## config.mk

```make
export PLATFORM = sky130hd
export DESIGN_NAME = lc3b_core
export DESIGN_NICKNAME = d
export VERILOG_FILES = /design/src/design/lc3b_pkg.sv /design/src/design/mem_port_if.sv /design/src/design/ipacket_creator.sv /design/src/design/fetch_unit.sv /design/src/design/exec_unit.sv /design/src/design/mem_arbiter.sv /design/src/design/lc3b_core.sv
export VERILOG_INCLUDE_DIRS = /design/src /design/src/design
export SDC_FILE = /design/constraint.sdc
export NUM_CORES = 1
export LEC_CHECK = 0
export BUFFER_PORTS_ARGS = -buffer_cell sky130_fd_sc_hd__buf_4
export CORE_UTILIZATION = 40
export DETAILED_ROUTE_END_ITERATION = 10
export PLACE_DENSITY = 0.67
export SETUP_SLACK_MARGIN = 0.15
export SLEW_MARGIN = 20
export SYNTH_ARGS = -nofsm -noshare
export SYNTH_HDL_FRONTEND = slang
export SYNTH_SLANG_ARGS = --single-unit
```

## constraint.sdc

```tcl
create_clock -name clk -period 23.6 [get_ports clk]
set_input_delay 5.9 -clock clk [delete_from_list [all_inputs] [get_ports clk]]
set_output_delay 5.9 -clock clk [all_outputs]
set_load 0.01 [all_outputs]
```

## src/design/lc3b_cfg.svh

```systemverilog
`ifndef LC3B_CFG_SVH
`define LC3B_CFG_SVH

// Address of the first instruction fetched after reset.
`define LC3B_RESET_PC 16'h0000

// Width of the APB address bus.
`define LC3B_ADDR_W 16

`endif

```

## src/design/lc3b_pkg.sv

```systemverilog
`default_nettype none

package lc3b_pkg;

	typedef logic [15:0] lc3b_word;

	typedef enum logic [3:0] {
		op_br   = 4'h0,
		op_add  = 4'h1,
		op_ldb  = 4'h2,
		op_stb  = 4'h3,
		op_jsr  = 4'h4,
		op_and  = 4'h5,
		op_ldr  = 4'h6,
		op_str  = 4'h7,
		op_rti  = 4'h8,
		op_not  = 4'h9,
		op_ldi  = 4'ha,
		op_sti  = 4'hb,
		op_jmp  = 4'hc,
		op_shf  = 4'hd,
		op_lea  = 4'he,
		op_trap = 4'hf
	} lc3b_opcode;

	typedef enum logic [2:0] {
		alu_add,
		alu_and,
		alu_not,
		alu_pass,
		alu_sll,
		alu_srl,
		alu_sra
	} lc3b_aluop;

	// Next PC select.
	localparam logic [1:0] pcmux_next   = 2'b00;
	localparam logic [1:0] pcmux_target = 2'b01;
	localparam logic [1:0] pcmux_reg    = 2'b10;

	// Operate format: ADD, AND, NOT, SHF.
	typedef struct packed {
		lc3b_opcode opcode;
		logic [2:0] dr;
		logic [2:0] sr1;
		logic       imm;
		logic [4:0] field;
	} lc3b_op_view;

	// Base plus offset format: LDR, STR.
	typedef struct packed {
		lc3b_opcode opcode;
		logic [2:0] dr;
		logic [2:0] base;
		logic [5:0] offset;
	} lc3b_mem_view;

	typedef union packed {
		lc3b_op_view  op;
		lc3b_mem_view mem;
	} lc3b_inst;

	typedef struct packed {
		lc3b_opcode opcode;
		lc3b_word   pc;
		lc3b_word   inst;
		logic [2:0] dr;
		logic [2:0] sr1;
		logic [2:0] sr2;
		logic [2:0] nzp;
		lc3b_aluop  aluop;
		logic       alumux_sel;
		logic       load_regfile;
		logic       load_cc;
		logic       mem_read;
		logic       mem_write;
		logic [1:0] pcmux_sel;
		logic       wdatamux_sel;
	} lc3b_ipacket;

endpackage

`default_nettype wire

```

## src/design/mem_port_if.sv

```systemverilog
`timescale 1ns/1ps
`default_nettype none

interface mem_port_if;
	import lc3b_pkg::*;

	logic     req;
	logic     we;
	lc3b_word addr;
	lc3b_word wdata;
	logic     instr;
	lc3b_word rdata;
	logic     done;

	modport requester (
		output req, we, addr, wdata, instr,
		input  rdata, done
	);

	modport arbiter (
		input  req, we, addr, wdata, instr,
		output rdata, done
	);

endinterface

`default_nettype wire

```

## src/design/ipacket_creator.sv

```systemverilog
`timescale 1ns/1ps
`default_nettype none

module ipacket_creator (
	input  lc3b_pkg::lc3b_word    inst,
	input  lc3b_pkg::lc3b_word    pc,
	output lc3b_pkg::lc3b_ipacket ipacket
);
	import lc3b_pkg::*;

	lc3b_inst view;

	assign view = inst;

	always_comb begin
		// Defaults describe a no-op.
		ipacket.opcode = lc3b_opcode'(inst[15:12]);
		ipacket.pc = pc + 16'h2;
		ipacket.inst = inst;
		ipacket.dr = inst[11:9];
		ipacket.sr1 = inst[8:6];
		ipacket.sr2 = inst[2:0];
		ipacket.nzp = 3'b000;
		ipacket.aluop = alu_pass;
		ipacket.alumux_sel = 1'b0;
		ipacket.load_regfile = 1'b0;
		ipacket.load_cc = 1'b0;
		ipacket.mem_read = 1'b0;
		ipacket.mem_write = 1'b0;
		ipacket.pcmux_sel = pcmux_next;
		ipacket.wdatamux_sel = 1'b0;

		case (view.op.opcode)
			op_add, op_and: begin
				ipacket.aluop = (view.op.opcode == op_add) ? alu_add : alu_and;
				ipacket.dr = view.op.dr;
				ipacket.sr1 = view.op.sr1;
				ipacket.sr2 = view.op.field[2:0];
				ipacket.alumux_sel = view.op.imm;
				ipacket.load_regfile = 1'b1;
				ipacket.load_cc = 1'b1;
			end

			op_not: begin
				ipacket.aluop = alu_not;
				ipacket.load_regfile = 1'b1;
				ipacket.load_cc = 1'b1;
			end

			op_shf: begin
				ipacket.dr = view.op.dr;
				ipacket.sr1 = view.op.sr1;
				ipacket.alumux_sel = 1'b1;
				ipacket.load_regfile = 1'b1;
				ipacket.load_cc = 1'b1;
				// Arithmetic flag and direction pick the shift.
				case ({view.op.imm, view.op.field[4]})
					2'b01:   ipacket.aluop = alu_srl;
					2'b11:   ipacket.aluop = alu_sra;
					default: ipacket.aluop = alu_sll;
				endcase
			end

			op_br: begin
				ipacket.nzp = inst[11:9];
				ipacket.pcmux_sel = pcmux_target;
			end

			op_jmp: begin
				ipacket.pcmux_sel = pcmux_reg;
			end

			op_lea: begin
				ipacket.wdatamux_sel = 1'b1;
				ipacket.load_regfile = 1'b1;
				ipacket.load_cc = 1'b1;
			end

			op_ldr: begin
				ipacket.dr = view.mem.dr;
				ipacket.sr1 = view.mem.base;
				ipacket.aluop = alu_add;
				ipacket.alumux_sel = 1'b1;
				ipacket.mem_read = 1'b1;
				ipacket.load_regfile = 1'b1;
				ipacket.load_cc = 1'b1;
			end

			op_str: begin
				ipacket.sr1 = view.mem.base;
				ipacket.sr2 = view.mem.dr;
				ipacket.aluop = alu_add;
				ipacket.alumux_sel = 1'b1;
				ipacket.mem_write = 1'b1;
			end

			// LDB, STB, LDI, STI, JSR, RTI and TRAP retire as no-ops.
			default: begin
			end
		endcase
	end

endmodule

`default_nettype wire

```

## src/design/fetch_unit.sv

```systemverilog
`timescale 1ns/1ps
`default_nettype none

`include "lc3b_cfg.svh"

module fetch_unit (
	input  logic                 clk,
	input  logic                 rst_n,
	mem_port_if.requester        fetch_port,
	input  logic                 retire,
	input  logic                 redirect,
	input  lc3b_pkg::lc3b_word   next_pc,
	output logic                 inst_valid,
	output lc3b_pkg::lc3b_word   inst_word,
	output lc3b_pkg::lc3b_word   inst_pc
);
	import lc3b_pkg::*;

	lc3b_word pc;
	lc3b_word fetch_addr;
	logic     busy;
	logic     stale;
	logic     cur_valid;
	lc3b_word cur_word;
	lc3b_word cur_pc;
	logic     pf_valid;
	lc3b_word pf_word;
	lc3b_word pf_pc;
	logic     flush;
	logic     got;
	logic     issue;
	logic     cur_valid_n;
	logic     pf_valid_n;
	lc3b_word base_pc;

	// Only the fall-through is ever prefetched.
	assign flush = retire && redirect && (next_pc != cur_pc + 16'h2);
	assign got = busy && fetch_port.done && !stale && !flush;
	assign base_pc = flush ? next_pc : pc;

	always_comb begin
		cur_valid_n = cur_valid;
		pf_valid_n = pf_valid;
		if (flush) begin
			cur_valid_n = 1'b0;
			pf_valid_n = 1'b0;
		end else if (retire) begin
			cur_valid_n = pf_valid || got;
			pf_valid_n = 1'b0;
		end else if (got) begin
			if (cur_valid)
				pf_valid_n = 1'b1;
			else
				cur_valid_n = 1'b1;
		end
	end

	// At most two words are held or in flight.
	assign issue = !(busy && !fetch_port.done) && !(cur_valid_n && pf_valid_n);

	always_ff @(posedge clk or negedge rst_n) begin
		if (!rst_n) begin
			pc <= `LC3B_RESET_PC;
			busy <= 1'b0;
			stale <= 1'b0;
			cur_valid <= 1'b0;
			pf_valid <= 1'b0;
		end else begin
			cur_valid <= cur_valid_n;
			pf_valid <= pf_valid_n;
			busy <= issue || (busy && !fetch_port.done);
			stale <= (flush || stale) && busy && !fetch_port.done;
			pc <= issue ? base_pc + 16'h2 : base_pc;
		end
	end

	always_ff @(posedge clk) begin
		if (issue)
			fetch_addr <= base_pc;
		if (got) begin
			if (retire || !cur_valid) begin
				cur_word <= fetch_port.rdata;
				cur_pc <= fetch_addr;
			end else begin
				pf_word <= fetch_port.rdata;
				pf_pc <= fetch_addr;
			end
		end else if (retire && pf_valid) begin
			cur_word <= pf_word;
			cur_pc <= pf_pc;
		end
	end

	assign fetch_port.req = busy;
	assign fetch_port.we = 1'b0;
	assign fetch_port.addr = fetch_addr;
	assign fetch_port.wdata = '0;
	assign fetch_port.instr = 1'b1;

	assign inst_valid = cur_valid;
	assign inst_word = cur_word;
	assign inst_pc = cur_pc;

endmodule

`default_nettype wire

```

## src/design/exec_unit.sv

```systemverilog
`timescale 1ns/1ps
`default_nettype none

module exec_unit (
	input  logic                  clk,
	input  logic                  rst_n,
	input  logic                  inst_valid,
	input  lc3b_pkg::lc3b_ipacket ipacket,
	mem_port_if.requester         data_port,
	output logic                  retire,
	output logic                  redirect,
	output lc3b_pkg::lc3b_word    next_pc
);
	import lc3b_pkg::*;

	lc3b_word   regs [8];
	logic [2:0] cc;
	logic       retire_q;
	logic       redirect_q;
	lc3b_word   next_pc_q;
	lc3b_inst   view;
	lc3b_word   imm;
	lc3b_word   src_a;
	lc3b_word   src_b;
	lc3b_word   alu_res;
	lc3b_word   addr_res;
	lc3b_word   wb_data;
	lc3b_word   target;
	logic       is_mem;
	logic       exec_fire;
	logic       ld_done;
	logic       taken;

	assign view = ipacket.inst;
	assign is_mem = ipacket.mem_read || ipacket.mem_write;

	// The retire cycle is skipped so an instruction runs once.
	assign exec_fire = inst_valid && !retire_q && !is_mem;
	assign ld_done = inst_valid && ipacket.mem_read && data_port.done;

	always_comb begin
		case (ipacket.opcode)
			op_ldr, op_str: imm = {{9{view.mem.offset[5]}}, view.mem.offset, 1'b0};
			op_shf:         imm = {12'h000, view.op.field[3:0]};
			default:        imm = {{11{view.op.field[4]}}, view.op.field};
		endcase
	end

	assign src_a = regs[ipacket.sr1];
	assign src_b = ipacket.alumux_sel ? imm : regs[ipacket.sr2];

	always_comb begin
		case (ipacket.aluop)
			alu_add: alu_res = src_a + src_b;
			alu_and: alu_res = src_a & src_b;
			alu_not: alu_res = ~src_a;
			alu_sll: alu_res = src_a << src_b[3:0];
			alu_srl: alu_res = src_a >> src_b[3:0];
			alu_sra: alu_res = lc3b_word'($signed(src_a) >>> src_b[3:0]);
			default: alu_res = src_a;
		endcase
	end

	// PC-relative target for BR and LEA.
	assign addr_res = ipacket.pc + {{6{view.op.sr1[2]}}, ipacket.inst[8:0], 1'b0};

	assign wb_data = ipacket.mem_read ? data_port.rdata :
		(ipacket.wdatamux_sel ? addr_res : alu_res);

	assign taken = (ipacket.pcmux_sel == pcmux_reg) ||
		((ipacket.pcmux_sel == pcmux_target) && |(ipacket.nzp & cc));
	assign target = (ipacket.pcmux_sel == pcmux_reg) ? src_a : addr_res;

	always_ff @(posedge clk or negedge rst_n) begin
		if (!rst_n) begin
			for (int i = 0; i < 8; i++)
				regs[i] <= '0;
			cc <= 3'b010;
			retire_q <= 1'b0;
			redirect_q <= 1'b0;
		end else begin
			retire_q <= exec_fire;
			redirect_q <= exec_fire && taken;
			if (ipacket.load_regfile && (exec_fire || ld_done))
				regs[ipacket.dr] <= wb_data;
			if (ipacket.load_cc && (exec_fire || ld_done))
				cc <= {wb_data[15], wb_data == 16'h0, !wb_data[15] && wb_data != 16'h0};
		end
	end

	always_ff @(posedge clk) begin
		if (exec_fire)
			next_pc_q <= target;
	end

	assign data_port.req = inst_valid && is_mem;
	assign data_port.we = ipacket.mem_write;
	assign data_port.addr = alu_res;
	assign data_port.wdata = regs[ipacket.sr2];
	assign data_port.instr = 1'b0;

	// Loads and stores end in the cycle their data port completes.
	assign retire = retire_q || (inst_valid && is_mem && data_port.done);
	assign redirect = redirect_q;
	assign next_pc = next_pc_q;

endmodule

`default_nettype wire

```

## src/design/mem_arbiter.sv

```systemverilog
`timescale 1ns/1ps
`default_nettype none

`include "lc3b_cfg.svh"

module mem_arbiter (
	input  logic                     clk,
	input  logic                     rst_n,
	mem_port_if.arbiter              data_port,
	mem_port_if.arbiter              fetch_port,
	output logic                     psel,
	output logic                     penable,
	output logic                     pwrite,
	output logic [`LC3B_ADDR_W-1:0]  paddr,
	output lc3b_pkg::lc3b_word       pwdata,
	output logic [2:0]               pprot,
	input  lc3b_pkg::lc3b_word       prdata,
	input  logic                     pready
);

	typedef enum logic [1:0] {
		arb_idle,
		arb_setup,
		arb_access
	} arb_state_t;

	arb_state_t state;
	logic       grant_data;
	logic       data_ok;
	logic       fetch_ok;
	logic       data_done;
	logic       fetch_done;
	logic [15:0] rdata_q;

	// A port in its done cycle still holds req for the finished transfer.
	assign data_ok = data_port.req && !data_port.done;
	assign fetch_ok = fetch_port.req && !fetch_port.done;

	always_ff @(posedge clk or negedge rst_n) begin
		if (!rst_n) begin
			state <= arb_idle;
			grant_data <= 1'b0;
			data_done <= 1'b0;
			fetch_done <= 1'b0;
		end else begin
			data_done <= (state == arb_access) && pready && grant_data;
			fetch_done <= (state == arb_access) && pready && !grant_data;
			case (state)
				arb_idle: begin
					if (data_ok || fetch_ok) begin
						state <= arb_setup;
						grant_data <= data_ok;
					end
				end
				arb_setup: state <= arb_access;
				arb_access: begin
					if (pready)
						state <= arb_idle;
				end
				default: state <= arb_idle;
			endcase
		end
	end

	always_ff @(posedge clk) begin
		if (state == arb_access && pready)
			rdata_q <= prdata;
	end

	assign psel = (state != arb_idle);
	assign penable = (state == arb_access);
	assign pwrite = grant_data ? data_port.we : fetch_port.we;
	assign paddr = grant_data ? data_port.addr : fetch_port.addr;
	assign pwdata = grant_data ? data_port.wdata : fetch_port.wdata;
	// Bit 2 marks an instruction access.
	assign pprot = {grant_data ? data_port.instr : fetch_port.instr, 2'b00};

	assign data_port.rdata = rdata_q;
	assign data_port.done = data_done;
	assign fetch_port.rdata = rdata_q;
	assign fetch_port.done = fetch_done;

endmodule

`default_nettype wire

```

## src/design/lc3b_core.sv

```systemverilog
`timescale 1ns/1ps
`default_nettype none

`include "lc3b_cfg.svh"

module lc3b_core (
	input  logic                     clk,
	input  logic                     rst_n,
	output logic                     psel,
	output logic                     penable,
	output logic                     pwrite,
	output logic [`LC3B_ADDR_W-1:0]  paddr,
	output lc3b_pkg::lc3b_word       pwdata,
	output logic [2:0]               pprot,
	input  lc3b_pkg::lc3b_word       prdata,
	input  logic                     pready
);
	import lc3b_pkg::*;

	mem_port_if fetch_port ();
	mem_port_if data_port ();

	logic        inst_valid;
	lc3b_word    inst_word;
	lc3b_word    inst_pc;
	lc3b_ipacket ipacket;
	logic        retire;
	logic        redirect;
	lc3b_word    next_pc;

	fetch_unit u_fetch (
		.clk        (clk),
		.rst_n      (rst_n),
		.fetch_port (fetch_port.requester),
		.retire     (retire),
		.redirect   (redirect),
		.next_pc    (next_pc),
		.inst_valid (inst_valid),
		.inst_word  (inst_word),
		.inst_pc    (inst_pc)
	);

	ipacket_creator u_decode (
		.inst    (inst_word),
		.pc      (inst_pc),
		.ipacket (ipacket)
	);

	exec_unit u_exec (
		.clk        (clk),
		.rst_n      (rst_n),
		.inst_valid (inst_valid),
		.ipacket    (ipacket),
		.data_port  (data_port.requester),
		.retire     (retire),
		.redirect   (redirect),
		.next_pc    (next_pc)
	);

	mem_arbiter u_arb (
		.clk        (clk),
		.rst_n      (rst_n),
		.data_port  (data_port.arbiter),
		.fetch_port (fetch_port.arbiter),
		.psel       (psel),
		.penable    (penable),
		.pwrite     (pwrite),
		.paddr      (paddr),
		.pwdata     (pwdata),
		.pprot      (pprot),
		.prdata     (prdata),
		.pready     (pready)
	);

endmodule

`default_nettype wire

```

==> Yosys cells after proc, flatten, opt, wreduce, memory -nomap -nowiden <==
Index checks and enable logic that the tools add are counted.
{ "word_totals": {"register_bits": 270, "out_inout_bits": 38} }
{ "classes": {"n_addsub": 4, "magnitude_cmp": 4, "n_eq_ne": 23, "shifts": 3, "mux": 48, "n_bitwise": 7, "n_reduce_logical": 63} }
{ "op_table": {"columns": ["cell", "count"], "rows": [
  ["16-bit two-way mux", 19],
  ["128-bit bitwise mux", 1],
  ["16-bit binary-select mux with 3-bit select", 2],
  ["16-bit case mux with 6 select lines", 1],
  ["16-bit demux with 3-bit select", 1],
  ["16-bit adder", 2],
  ["16-bit by 2-bit adder with 16-bit output (second input constant)", 2],
  ["16-bit case mux with 2 select lines", 1],
  ["1-bit logical AND", 27],
  ["16-bit bitwise AND", 1],
  ["4-bit equality test (second input constant)", 4],
  ["16-bit logical NOT", 1],
  ["16-bit != test", 1],
  ["16-bit NOT", 1],
  ["16-bit nonzero test", 1],
  ["16-bit by 4-bit left shift with 16-bit output", 1],
  ["16-bit by 4-bit right shift with 16-bit output", 1],
  ["16-bit by 4-bit >>> shifter with 16-bit output", 1],
  ["1-bit two-way mux", 13],
  ["4-bit by 3-bit equality test with 1-bit output (second input constant)", 3],
  ["4-bit >= comparator (second input constant)", 3],
  ["3-bit NOT with 4-bit output", 3],
  ["3-bit case mux with 4 select lines", 1],
  ["1-bit logical NOT", 11],
  ["other kinds (25)", 50]
]} }

==> Depth between registers and ports, before layout <==
Gate-level depths: netlist of run 1.
{ "logic_depth": {"ltp_word": 17, "depth_mapped": 26, "depth_no_buf": 21} }

==> Modules after synthesis <==
A second synthesis of run 1 with hierarchy kept.
{ "hier_totals": {"cells_unflattened": 1894, "area_unflattened_um2": 18879.4} }
{ "modules_own_cells": {"columns": ["mod", "instances", "cells_each", "area_each_um2"], "rows": [
  ["exec_unit", 1, 1374, 11933.9],
  ["fetch_unit", 1, 337, 4875.9],
  ["mem_arbiter", 1, 91, 1382.6],
  ["ipacket_creator", 1, 92, 686.9]
]} }

==> Worst setup path before layout of run 1 <==
No wires, ideal clock.
{ "synth_path": {"path_kind": "reg2out", "start": "reg u_fetch.cur_word[14] (netlist: u_fetch.inst_word[14])", "end": "out paddr[14]", "arrival_ps": 5632, "required_time_ps": 17700, "setup_slack_ps": 12068, "stages_incl_launch_ff": 22, "path_buffers": 5, "path_cell_list": "edfxtp_1 clkbuf_1 and3b_1 clkbuf_1 clkbuf_1 nand2_1 a21oi_1 clkbuf_1 mux4_2 mux2i_1 a21oi_1 ha_1 clkbuf_1 a21oi_1 o31ai_1 a311oi_1 and3_1 o21ai_0 nand4_1 a2111oi_0 a32oi_1 mux2_2"} }
{ "synth_via": {"elab_chain_cells": 10, "elab_cells_between_ends": 32, "cone_classes": "add/sub (1); eq/ne (11); shift (3); mux (11); bitwise (2); reduce/logical (4)"} }
{ "synth_rtl": {"columns": ["item", "line", "text"], "rows": [
  ["start, declared", "fetch_unit.sv:24", "lc3b_word cur_word;"],
  ["start signal, assigned", "fetch_unit.sv:82", "cur_word <= fetch_port.rdata;"],
  ["start signal, assigned", "fetch_unit.sv:89", "cur_word <= pf_word;"],
  ["4-bit by 3-bit equality test with 1-bit output", "ipacket_creator.sv:33, exec_unit.sv:42", null],
  ["3-bit two-way mux", "ipacket_creator.sv:33", "case (view.op.opcode)"],
  ["3-bit NOT with 4-bit output (implied by the code)", "exec_unit.sv:50", "assign src_b = ipacket.alumux_sel ? imm : regs[ipacket.sr2];"],
  ["16-bit binary-select mux with 3-bit select", "exec_unit.sv:50", null],
  ["16-bit two-way mux (implied by the code) (2 in a row)", "exec_unit.sv:50", null],
  ["16-bit two-way mux", "exec_unit.sv:50", null],
  ["16-bit adder, or another cell as far along", "exec_unit.sv:54", "alu_add: alu_res = src_a + src_b;"],
  ["16-bit case mux with 6 select lines (*)", "exec_unit.sv:53", "case (ipacket.aluop)"],
  ["16-bit two-way mux (*)", "mem_arbiter.sv:73", "assign paddr = grant_data ? data_port.addr : fetch_port.addr;"],
  ["end, declared", "lc3b_core.sv:12", "output logic [`LC3B_ADDR_W-1:0] paddr,"]
]} }
Every way passes the cells marked *; elsewhere a longest branch is shown, timed or not. The select of a mux whose other input is x is not followed.

==> Worst setup path in the final report of run 1 <==
{ "layout_path": {"start": "reg u_fetch.cur_word[13] (netlist: u_fetch.inst_word[13])", "end": "out paddr[14]"} }
The elaborated chain is that of the path after synthesis.

==> flow_summary.toml, run 1 <==
[route]
drt_iter0_markers = 2128
avgRoutedWirePerCell_um = 26.6
vias_per_cell = 6.45
drc_errors = 1
first_pass_iters = 9
vias = 15845
wl_mm = 65.4
ant_nets = 0

[yosys]
synth_seq_cells = 270
async_flop_share_pct = 58.5
muxShareOfSynthArea_pct = 18.3
ys_seq_area_share_pct = 40.0
ys_types = 100
synthesis.instances = 1833
synthAdderAreaFrac_pct = 2.49
ys_warn_count = 0
synth_compound_area_share_pct = 18.1
avgSynthCellArea_um2 = 9.99
synthSimpleGateAreaFrac_pct = 13.4
synth_top_family_by_area = "multiplexers"
syn_area_mm2 = 0.0183
synth_edf_count = 112
synthFlopType = "dfrtp_1"
synthXorXnorAreaFrac_pct = 3.55

[clocking]
cts_root_buf = "clkbuf_16"
post-cts-setup-buffers = 0
cts.sinks = 270
htreeDepth = 1
cts_tree = "yes"
cts_made_buffers = 28
cts_max_path_buffers = 3
ctsHoldBuffers = 0
path_clk_slew_ns = 0.07
insertion_delay_ns = 0.58
ctsResizeCount = 0

[floorplan]
core_area_mm2 = 0.0453
start_util_pct = 40.4
dieArea_mm2 = 0.0466
chipHeight_um = 216
ios = 57
rows = 78
die_x_um = 216

[cells_and_area]
layout-area-overhead-vs-synth_pct = 10.7
postLayoutCoreUtil_pct = 44.8
drive_gt1_share_pct = 19.3
diodes = 0
final_common_cell = "nor2_1"
design_area_mm2 = 0.0203
final_nets = 1891
final_cell_mix = "nor2_1 (174), dfrtp_1 (157), nand2_1 (155)"

[run_status]
violations = "DRC"
status = "finished with violations"

[power]
p_per_area_mw_per_mm2 = 138
report.power.total_w = 0.00279
p_leak_nw = 8.17
ir_drop_mv = 0.0890

[job]
drv_cap = 0

[grt]
grt_max_degree = 85
grt_pass1_wl_mm = 97.2
antenna_found_initial = 0
grt_pass1_vias = 15279
gr-total-overflow = 0
grt.total_usage_pct = 27.6

[worst_setup_path]
reg2reg_depth = 21
crit_path_max_fanout = 24
required_ns = 17.70
crit_type = "register to primary output"
end_kind = "primary output"
start_kind = "register"
crit_arrival_ns = 7.12

[hold_path]
hold_depth = 0
hold_class = "register to register"

[timing]
finalSetupViolations = 0
rsz0062_at_grt = "no"
max_freq_mhz = 76.8
skew_ns = 0.0150
drv_slew = 0
period_needed_ns = 13.02
hold_viol_final = 0
tightest_slew_ns = 1.20
relSlewSlack_pct = 20.2
finalSetupTns_ns = 0
layout_worst_path_cycle_share_pct = 55.2

[placement]
port-buffer-count = 54
placed_cell_area_mm2 = 0.0193
hpwl_mm = 46.9
gp_congestion = 1.05
==> per-layer routing <==
layer / share of wire (%) / GRT usage, %
met5: 0 / 0
met4: 4.8 / 12.3
met3: 9.4 / 5.30
met2: 45 / 42.3
met1: 41 / 37.9
==> path summary, 6_finish.rpt <==
check / startpoint / to / slack (ns)
max: u_fetch.inst_word[13]$_DFFE_PP_ / paddr[14] / 10.58
min: u_fetch.fetch_port.addr[15]$_DFFE_PP_ / u_fetch.pf_pc[15]$_DFFE_PP_ / 0.46
max reg2reg: u_fetch.inst_word[13]$_DFFE_PP_ / u_exec.cc[1]$_DFFE_PN1P_ / 15.77
min reg2reg: u_fetch.fetch_port.addr[15]$_DFFE_PP_ / u_fetch.pf_pc[15]$_DFFE_PP_ / 0.46
max in group asynchronous: rst_n / u_exec.regs[119]$_DFFE_PN0P_ / 16.65
min in group asynchronous: rst_n / u_fetch.pc[13]$_DFF_PN0_ / 5.33
==> final cells by class <==
| class | instances | area [um2] |
|---|---|---|
| fillers | 4366 | 25000 |
| multi-input cells | 1388 | 10300 |
| flip-flops and latches | 270 | 7320 |
| clock buffers | 35 | 778 |
| well taps | 600 | 751 |
| repair buffers | 98 | 739 |
| inverters | 51 | 191 |
| clock inverters | 16 | 175 |
==> where the power goes <==
group          switching [W]  internal (W)
Sequential          0.000138      0.000657
Clock               0.000191      0.000267
Combinational       0.000987      0.000553
==> state kept, by name (all words and copies together), names as in the netlist <==
name and cells:
u_arb.data_port.done 1, u_arb.data_port.rdata 16, u_arb.fetch_port.done 1, u_arb.grant_data 1
u_arb.state 2, u_exec.cc 3, u_exec.next_pc 16, u_exec.redirect 1
u_exec.regs 128, u_exec.retire_q 1, u_fetch.fetch_port.addr 16, u_fetch.fetch_port.req 1
u_fetch.inst_pc 16, u_fetch.inst_valid 1, u_fetch.inst_word 16, u_fetch.pc 16
u_fetch.pf_pc 16, u_fetch.pf_valid 1, u_fetch.pf_word 16, u_fetch.stale 1
==> Yosys cell counts, drive strengths merged, types with 11 or more instances <==
| cell | n | area [um2] |
|---|---|---|
| xnor2 | 44 | 385 |
| buf | 41 | 244 |
| and2 | 13 | 81.3 |
| ha | 34 | 425 |
| nand2 | 155 | 582 |
| clkbuf | 84 | 315 |
| a22o | 15 | 131 |
| mux2 | 109 | 1230 |
| o22ai | 13 | 87.6 |
| edfxtp | 112 | 3360 |
| a21oi | 142 | 726 |
| a21o | 20 | 150 |
| o21ai | 119 | 596 |
| nor2b | 15 | 93.8 |
| a221oi | 12 | 129 |
| o211ai | 20 | 150 |
| dfrtp | 157 | 3930 |
| a31oi | 25 | 169 |
| and3 | 11 | 68.8 |
| mux2i | 86 | 902 |
| o221ai | 13 | 114 |
| nor2 | 177 | 669 |
| mux4 | 54 | 1220 |
| a22oi | 21 | 158 |
| nor3 | 25 | 125 |
| nand4 | 18 | 113 |
| a211oi | 16 | 130 |
| xor2 | 20 | 175 |
| nand2b | 12 | 75.1 |
| nand3 | 52 | 260 |
| inv | 49 | 184 |
==> cells by family (layout without fill, tap and decap cells) <==
kind of cell               count (synthesis)  count (layout)
AOI/OAI and AO/OA                        504             504
buffers and inverters                    176             200
xor gates and xnor gates                  68              68
other                                      1               2
and+or+nand+nor                          529             529
DFF                                      270             270
muxes                                    249             249
adders and majority gates                 36              36
==> per-stage QoR <==
step	std cells	hold WS [ns]	setup WS, ns
after floorplan	1834	0.426	12.07
after global placement	2407	0.433	11.61
after detailed placement	2407	0.436	11.32
after CTS	2458	0.451	10.68
after global routing	2458	0.458	10.31
final	2458	0.456	10.58
==> worst max-delay path, stage by stage, from the launching register on <==
cell       delay [ns]
edfxtp_1         0.81
and3b_1          0.68
nand2_1          0.42
a21oi_4          0.24
buf_4            0.44
mux4_2           0.56
mux2i_1          0.33
a21oi_1          0.13
ha_1             0.39
inv_1            0.12
o31ai_1          0.31
a311oi_1         0.17
and3_1           0.21
o21ai_0          0.17
nand4_1          0.14
a2111oi_0        0.53
a32oi_1          0.33
mux2_2           0.38
buf_4            0.14
Power figures use the tool's default switching activity.
==> run 2, diff against run 1 <==
Settings changed: ABC_AREA from default to 1.
Clock period 23.6 ns to 12.5 ns, I/O delays scaled along.
==> run 2 against run 1 <==
Net effect:
- the flow now finishes without violations
- sequential share of layout area up 0.51 points
- setup slack got worse by 6.8 ns
- count of clock-buffer cells in the layout decreased by 4
- worst hold slack worse by 0.036 ns
- register-to-register slack got worse by 8.8 ns
==> flow_summary.toml, run 2 <==
[worst_setup_path]
path_buf_inv = 4
cpMaxStageDelayCell = "nand2_2"
worst_path_most_repeated_cell = "nand2_1"
slowest_delay_ns = 0.69
crit_arrival_ns = 5.62
required_ns = 9.38
end_kind = "primary output"
cp_top_family = "simple AND/OR/NAND/NOR gates"
crit_type = "register to primary output"
start_kind = "register"
crit_path_max_fanout = 48

[yosys]
synth_common_cells = "nand2_1 (736), o21ai_0 (280), inv_1 (263), nand3_1 (254), dfrtp_1 (157)"
ys_types = 60
synth_top_area_share_pct = 21.7
synth_edf_count = 112
synthesis.instances = 2496
yosysTopAreaCell = "dfrtp_1"
async_flop_share_pct = 58.5
synthFlopType = "dfrtp_1"
yosys-top-cells-area = "dfrtp_1 (22%), edfxtp_1 (19%), nand2_1 (15%), o21ai_0 (7.7%), nand3_1 (7.0%)"
synth_seq_cells = 270
ys_seq_area_share_pct = 40.4
yosysMostFrequentCell = "nand2_1"
ys_warn_count = 0
syn_area_mm2 = 0.0181
avgSynthCellArea_um2 = 7.25

[cells_and_area]
finalNonFillerCells = 3106
largest_reg_flops = 128
multi_input_area_mm2 = 0.00919
design_area_mm2 = 0.0200
final_common_cell = "nand2_1"
fillers = 4479
regMostFlops = "u_exec.regs"
layout-area-overhead-vs-synth_pct = 10.4
diodes = 0
final_nets = 2544
register_area_mm2 = 0.00732
final_cell_mix = "nand2_1 (735), o21ai_0 (280), inv_1 (263)"
drive_gt1_share_pct = 9.19

[clocking]
post-cts-setup-buffers = 0
cts_tree = "yes"
ctsHoldBuffers = 0
path_clk_slew_ns = 0.06
ctsResizeCount = 0
cts.sinks = 270
cts_made_buffers = 30
cts_root_buf = "clkbuf_16"
cts_max_path_buffers = 3
insertion_delay_ns = 0.60
htreeDepth = 1

[power]
ir_drop_mv = 0.162
report.power.total_w = 0.00580
p_leak_nw = 9.01
p_per_area_mw_per_mm2 = 290

[route]
vias = 17472
wl_met1_mm = 27.3
wl_met3_mm = 5.33
drt_iter0_markers = 2112
ant_nets = 0
dr_wl_met2_mm = 27.5
avgRoutedWirePerCell_um = 19.9
wl_mm = 62.0
first_pass_iters = 6
drc_errors = 0
topRoutingLayerUsed = "met5"
vias_per_cell = 5.63

[hold_path]
hold_class = "register to register"

[timing]
skew_ns = 0.0408
hold_viol_final = 0
tightest_slew_ns = 1.11
drv_slew = 0
relSlewSlack_pct = 25.3
max_freq_mhz = 114
finalSetupTns_ns = 0
rsz0062_at_grt = "no"
layout_worst_path_cycle_share_pct = 69.9
period_needed_ns = 8.74
finalSetupViolations = 0

[grt]
gr-total-overflow = 0
grt_pass1_vias = 16424
grt_max_degree = 96
antenna_found_initial = 1
grt_pass1_wl_mm = 96.3
grt.total_usage_pct = 26.7

[placement]
placed_cell_area_mm2 = 0.0189
hpwl_mm = 45.4
port-buffer-count = 54
numPlacedInstances = 3049
gp_congestion = 0.972

[floorplan]
rows = 77
core_area_mm2 = 0.0444
dieArea_mm2 = 0.0461
chipHeight_um = 215
start_util_pct = 40.8
die_x_um = 215
ios = 57

[job]
drv_cap = 0

[run_status]
status = "completed"
==> run 2: changes by cell type after synthesis, moves of 34 or more <==
cell,before,now
mux2_2,105,11
inv_1,45,263
a21oi_1,140,99
mux2i_1,82,0
nand2_1,155,736
nor2_1,175,141
xnor2_1,44,9
o21ai_0,113,280
mux4_2,54,0
nand3_1,52,254
==> run 2: report_power, final <==
part | internal, W | switching (W) | leakage [nW]
combinational | 0.000963 | 0.00239 | 5.38
sequential | 0.00128 | 0.000202 | 3.11
clock | 0.000568 | 0.000389 | 0.525
==> run 2: metrics by stage <==
step,setup WS (ns),utilization (%),hold WS [ns]
3_5_place_dp,4.38,42.5,0.434
5_1_grt,3.31,45.0,0.437
4_1_cts,3.73,44.9,0.424
3_3_place_gp,4.48,42.5,0.430
6_report,3.76,45.0,0.421
2_1_floorplan,5.55,-,0.426
==> run 2: final timing paths <==
kind                                                     from                            to  slack (ns)  depth (start not counted)
hold / removal             u_arb.data_port.rdata[6]$_DFFE_PP_  u_fetch.pf_word[6]$_DFFE_PP_        0.42                          0
hold reg to reg            u_arb.data_port.rdata[6]$_DFFE_PP_  u_fetch.pf_word[6]$_DFFE_PP_        0.42                          0
setup reg to reg              u_fetch.inst_word[13]$_DFFE_PP_      u_exec.cc[0]$_DFFE_PN0P_        6.97                         30
min in group asynchronous                               rst_n   u_exec.regs[99]$_DFFE_PN0P_        2.64                          1
setup / recovery              u_fetch.inst_word[13]$_DFFE_PP_                     paddr[15]        3.76                         25
max in group asynchronous                               rst_n   u_exec.regs[14]$_DFFE_PN0P_        8.43                          2
==> run 2: layer usage <==
| layer | GRT usage, % | vias up |
|---|---|---|
| met1 | 38.1 | 8319 |
| li1 | - | 8244 |
| met4 | 8.33 | 2 |
| met5 | 0 | - |
| met3 | 3.85 | 112 |
| met2 | 41.8 | 795 |
==> run 2: cells by family (layout without fill, tap and decap cells) <==
kind of cell	Yosys count	count (layout)	synth area share, %
simple gates	1223	1223	29.2
xor+xnor	47	47	2.31
mux	11	11	0.684
fa+ha+maj	35	35	2.46
buf+inv	402	419	9.07
compound gates	507	507	15.9
flops	270	270	40.4
other cells	1	2	0.0207
==> run 2: cell type report <==
class                   count  area share, %
clock inverters            25           1.59
inverters                 291           5.47
multi-input cells        1825           46.0
repair buffers             72           2.82
flip-flops and latches    270           36.6
clock buffers              31           3.78
well taps                 592           3.71
==> run 3, diff against run 2 <==
Settings changed: PLACE_DENSITY 0.67 to 0.69.
Clock period 12.5 ns to 7 ns, I/O delays scaled along.
==> run 3 against run 2 <==
Net effect:
- design area rose by 0.89%
- combinational power rose by 81%
- critical path depth fell by 2
- via count rose by 0.97%
- utilization rose by 0.40 points
- routed wire length fell by 0.48%
- final cell count rose by 0.74%
- sequential cell count did not move
- non-clock buffer count rose by 23
- register-to-register slack got worse by 5.0 ns
- count of clock-buffer cells in the layout rose by 10
- critical path type unchanged
- largest power group unchanged
==> flow_summary.toml, run 3 (synthesis gave the netlist of run 2 again) <==
[route]
first_pass_iters = 6
vias = 17641
ant_nets = 0
avgRoutedWirePerCell_um = 19.7
drc_errors = 0
drt_iter0_markers = 1924
wl_mm = 61.7
vias_per_cell = 5.64

[timing]
rsz0062_at_grt = "yes"
skew_ns = 0.0177
max_freq_mhz = 150
drv_slew = 0
layout_worst_path_cycle_share_pct = 95.1
hold_slack_ns = 0.442
finalSetupTns_ns = 0
tightest_slew_ns = 1.08
finalSetupViolations = 0
period_needed_ns = 6.66
hold_viol_final = 0
relSlewSlack_pct = 27.4

[power]
power_frac_seq_pct = 25.7
comb_power_share_pct = 58.8
ir_drop_mv = 0.287
p_int_w = 0.00506
clkPwrFrac_pct = 15.5
power.switching_w = 0.00528
p_per_area_mw_per_mm2 = 513
switching_share_pct = 51.1
p_leak_nw = 9.10

[grt]
grt_pass1_wl_mm = 95.0
top_usage_layer = "met2"
grt_max_degree = 104
grtUsageMet2_pct = 40.6
use_met1_pct = 37.5
grt.total_usage_pct = 26.4
grt_util_met3_pct = 3.74
gr-total-overflow = 0
grt_pass1_vias = 16413
antenna_found_initial = 0

[worst_setup_path]
cp_top_family = "simple AND/OR/NAND/NOR gates"
end_kind = "primary output"
crit_path_cell_trace = "nor2_8 -> nand2_8 -> o21ai_4 -> buf_4 -> nand3_1 -> o21ai_0 -> nor2_1 -> a31oi_1 -> nand2_1 -> nand2_1 -> inv_1 -> ha_1 -> nand2_1 -> o21a_1 -> nor3_1 -> nor2_1 -> nand2_1 -> nand2_1 -> nand3_1 -> nand2_1 -> nand3_1 -> o21ai_0 -> buf_4"
crit_arrival_ns = 4.91
rr_startpoint = "u_fetch.inst_word[15]$_DFFE_PP_"
crit_path_max_fanout = 11
r2r-end = "u_exec.cc[0]$_DFFE_PN0P_"
crit_type = "register to primary output"
slowest_delay_ns = 0.52
cpMaxStageDelayCell = "o21ai_4"
start_kind = "register"
regToRegSetupSlack_ns = 2.01
path_buf_inv = 3
reg2reg_depth = 25
worst_path_most_repeated_cell = "nand2_1"
required_ns = 5.25

[cells_and_area]
final_cell_mix = "nand2_1 (736), o21ai_0 (279), inv_1 (263)"
final_nets = 2569
drive_gt1_share_pct = 9.85
diodes = 0
largest_reg_flops = 128
regMostFlops = "u_exec.regs"
layout-area-overhead-vs-synth_pct = 11.3
final_common_cell = "nand2_1"
register_area_mm2 = 0.00732
fillers = 4410
multi_input_area_mm2 = 0.00926

[floorplan]
chipHeight_um = 215
dieArea_mm2 = 0.0461
ios = 57
start_util_pct = 40.8
rows = 77
core_area_mm2 = 0.0444
die_x_um = 215

[clocking]
insertion_delay_ns = 0.58
path_clk_slew_ns = 0.06
cts_max_path_buffers = 3
cts_tree = "yes"
cts.sinks = 270
htreeDepth = 1
cts_root_buf = "clkbuf_16"
cts_made_buffers = 30

[hold_path]
hold_class = "register to register"
hold_depth = 0
hold_start = "u_arb.data_port.rdata[14]$_DFFE_PP_"
min_to = "u_fetch.pf_word[14]$_DFFE_PP_"

[placement]
hpwl_mm = 44.9
port-buffer-count = 54
gp_congestion = 0.983

[run_status]
status = "completed"

[job]
drv_cap = 0
run 3: cell count changes in the layout (fill, tap and decap cells not counted), moves of 3 or more:
cell and delta:
bufinv_16 -3, clkbuf_1 +6, clkinv_4 -3, clkbuf_8 +3
buf_4 +21
run 3: layout make-up:
type	count	area share, %
clock buffer	41	4.18
multi-input combinational	1827	45.9
inverter	291	5.42
tap	592	3.67
sequential	270	36.3
timing repair buffer	95	3.78
clock inverter	13	0.701
run 3: worst reg2reg max path: stages (launching register included):
cell	delay, ns
edfxtp_1	0.51
nor2_8	0.25
nand2_8	0.15
o21ai_4	0.52
buf_4	0.23
nand3_1	0.07
o21ai_0	0.07
nor2_1	0.05
a31oi_1	0.31
nand2_1	0.09
nand2_1	0.07
inv_1	0.06
ha_1	0.35
a21oi_1	0.19
o21a_1	0.19
nor2_1	0.06
a211oi_1	0.25
nand3_1	0.11
nand3_1	0.19
nand4_1	0.22
a21oi_4	0.44
nand3_1	0.13
nor2_1	0.17
nand3_1	0.09
nand2_1	0.06
nand2_1	0.04
run 3: layer usage:
| layer | part of all wire, % | up-vias |
|---|---|---|
| met4 | 3.5 | 0 |
| met5 | 0 | - |
| met2 | 44 | 890 |
| li1 | - | 8293 |
| met3 | 8.9 | 127 |
| met1 | 44 | 8331 |
run 3: how the worst max path moves through the flow:
stage / from / cells past startpoint / slack [ns] / to
finish: u_fetch.inst_word[15]$_DFFE_PP_ / 23 / 0.34 / paddr[13]
global route: u_fetch.inst_word[15]$_DFFE_PP_ / 25 / 0.14 / paddr[15]
CTS: u_fetch.inst_word[15]$_DFFE_PP_ / 24 / 0.17 / paddr[15]
detailed placement: u_fetch.inst_word[13]$_DFFE_PP_ / 24 / 0.59 / paddr[15]
global placement: u_fetch.inst_word[13]$_DFFE_PP_ / 24 / 0.74 / paddr[15]
floorplan: u_fetch.inst_word[13]$_DFFE_PP_ / 27 / 1.43 / paddr[15]
run 3: per-stage QoR:
stage	area, um2	total power (W)	worst slack [ns]	util [%]	std cells
6_report	20200	0.0103	0.343	45.4	3129
5_1_grt	20200	0.0110	0.140	45.4	3129
4_1_cts	20000	0.0101	0.168	45.1	3125
3_5_place_dp	19000	0.00849	0.587	42.8	3069
3_3_place_gp	19000	0.00843	0.739	42.8	3069
2_1_floorplan	18100	0.00668	1.43	-	2497
run 3: what timing repair did:
| item | CTS | global route |
|---|---|---|
| hold buffers | 0 | 0 |
| gates cloned | 2 | 0 |
| pin swaps | 2 | 1 |
| setup endpoints to repair | 2 | 6 |
| resized for setup | 2 | 9 |
| setup buffers | 0 | 3 |
run 3: power groups by stage:
| stage | Sequential [W] | Clock, W | Combinational [W] |
|---|---|---|---|
| 2_1_floorplan | 0.00254 | 0 | 0.00415 |
| 3_3_place_gp | 0.00266 | 0 | 0.00577 |
| 3_5_place_dp | 0.00267 | 0 | 0.00582 |
| 4_1_cts | 0.00265 | 0.00162 | 0.00587 |
| 5_1_grt | 0.00271 | 0.00167 | 0.00664 |
| 6_report | 0.00266 | 0.00160 | 0.00607 |
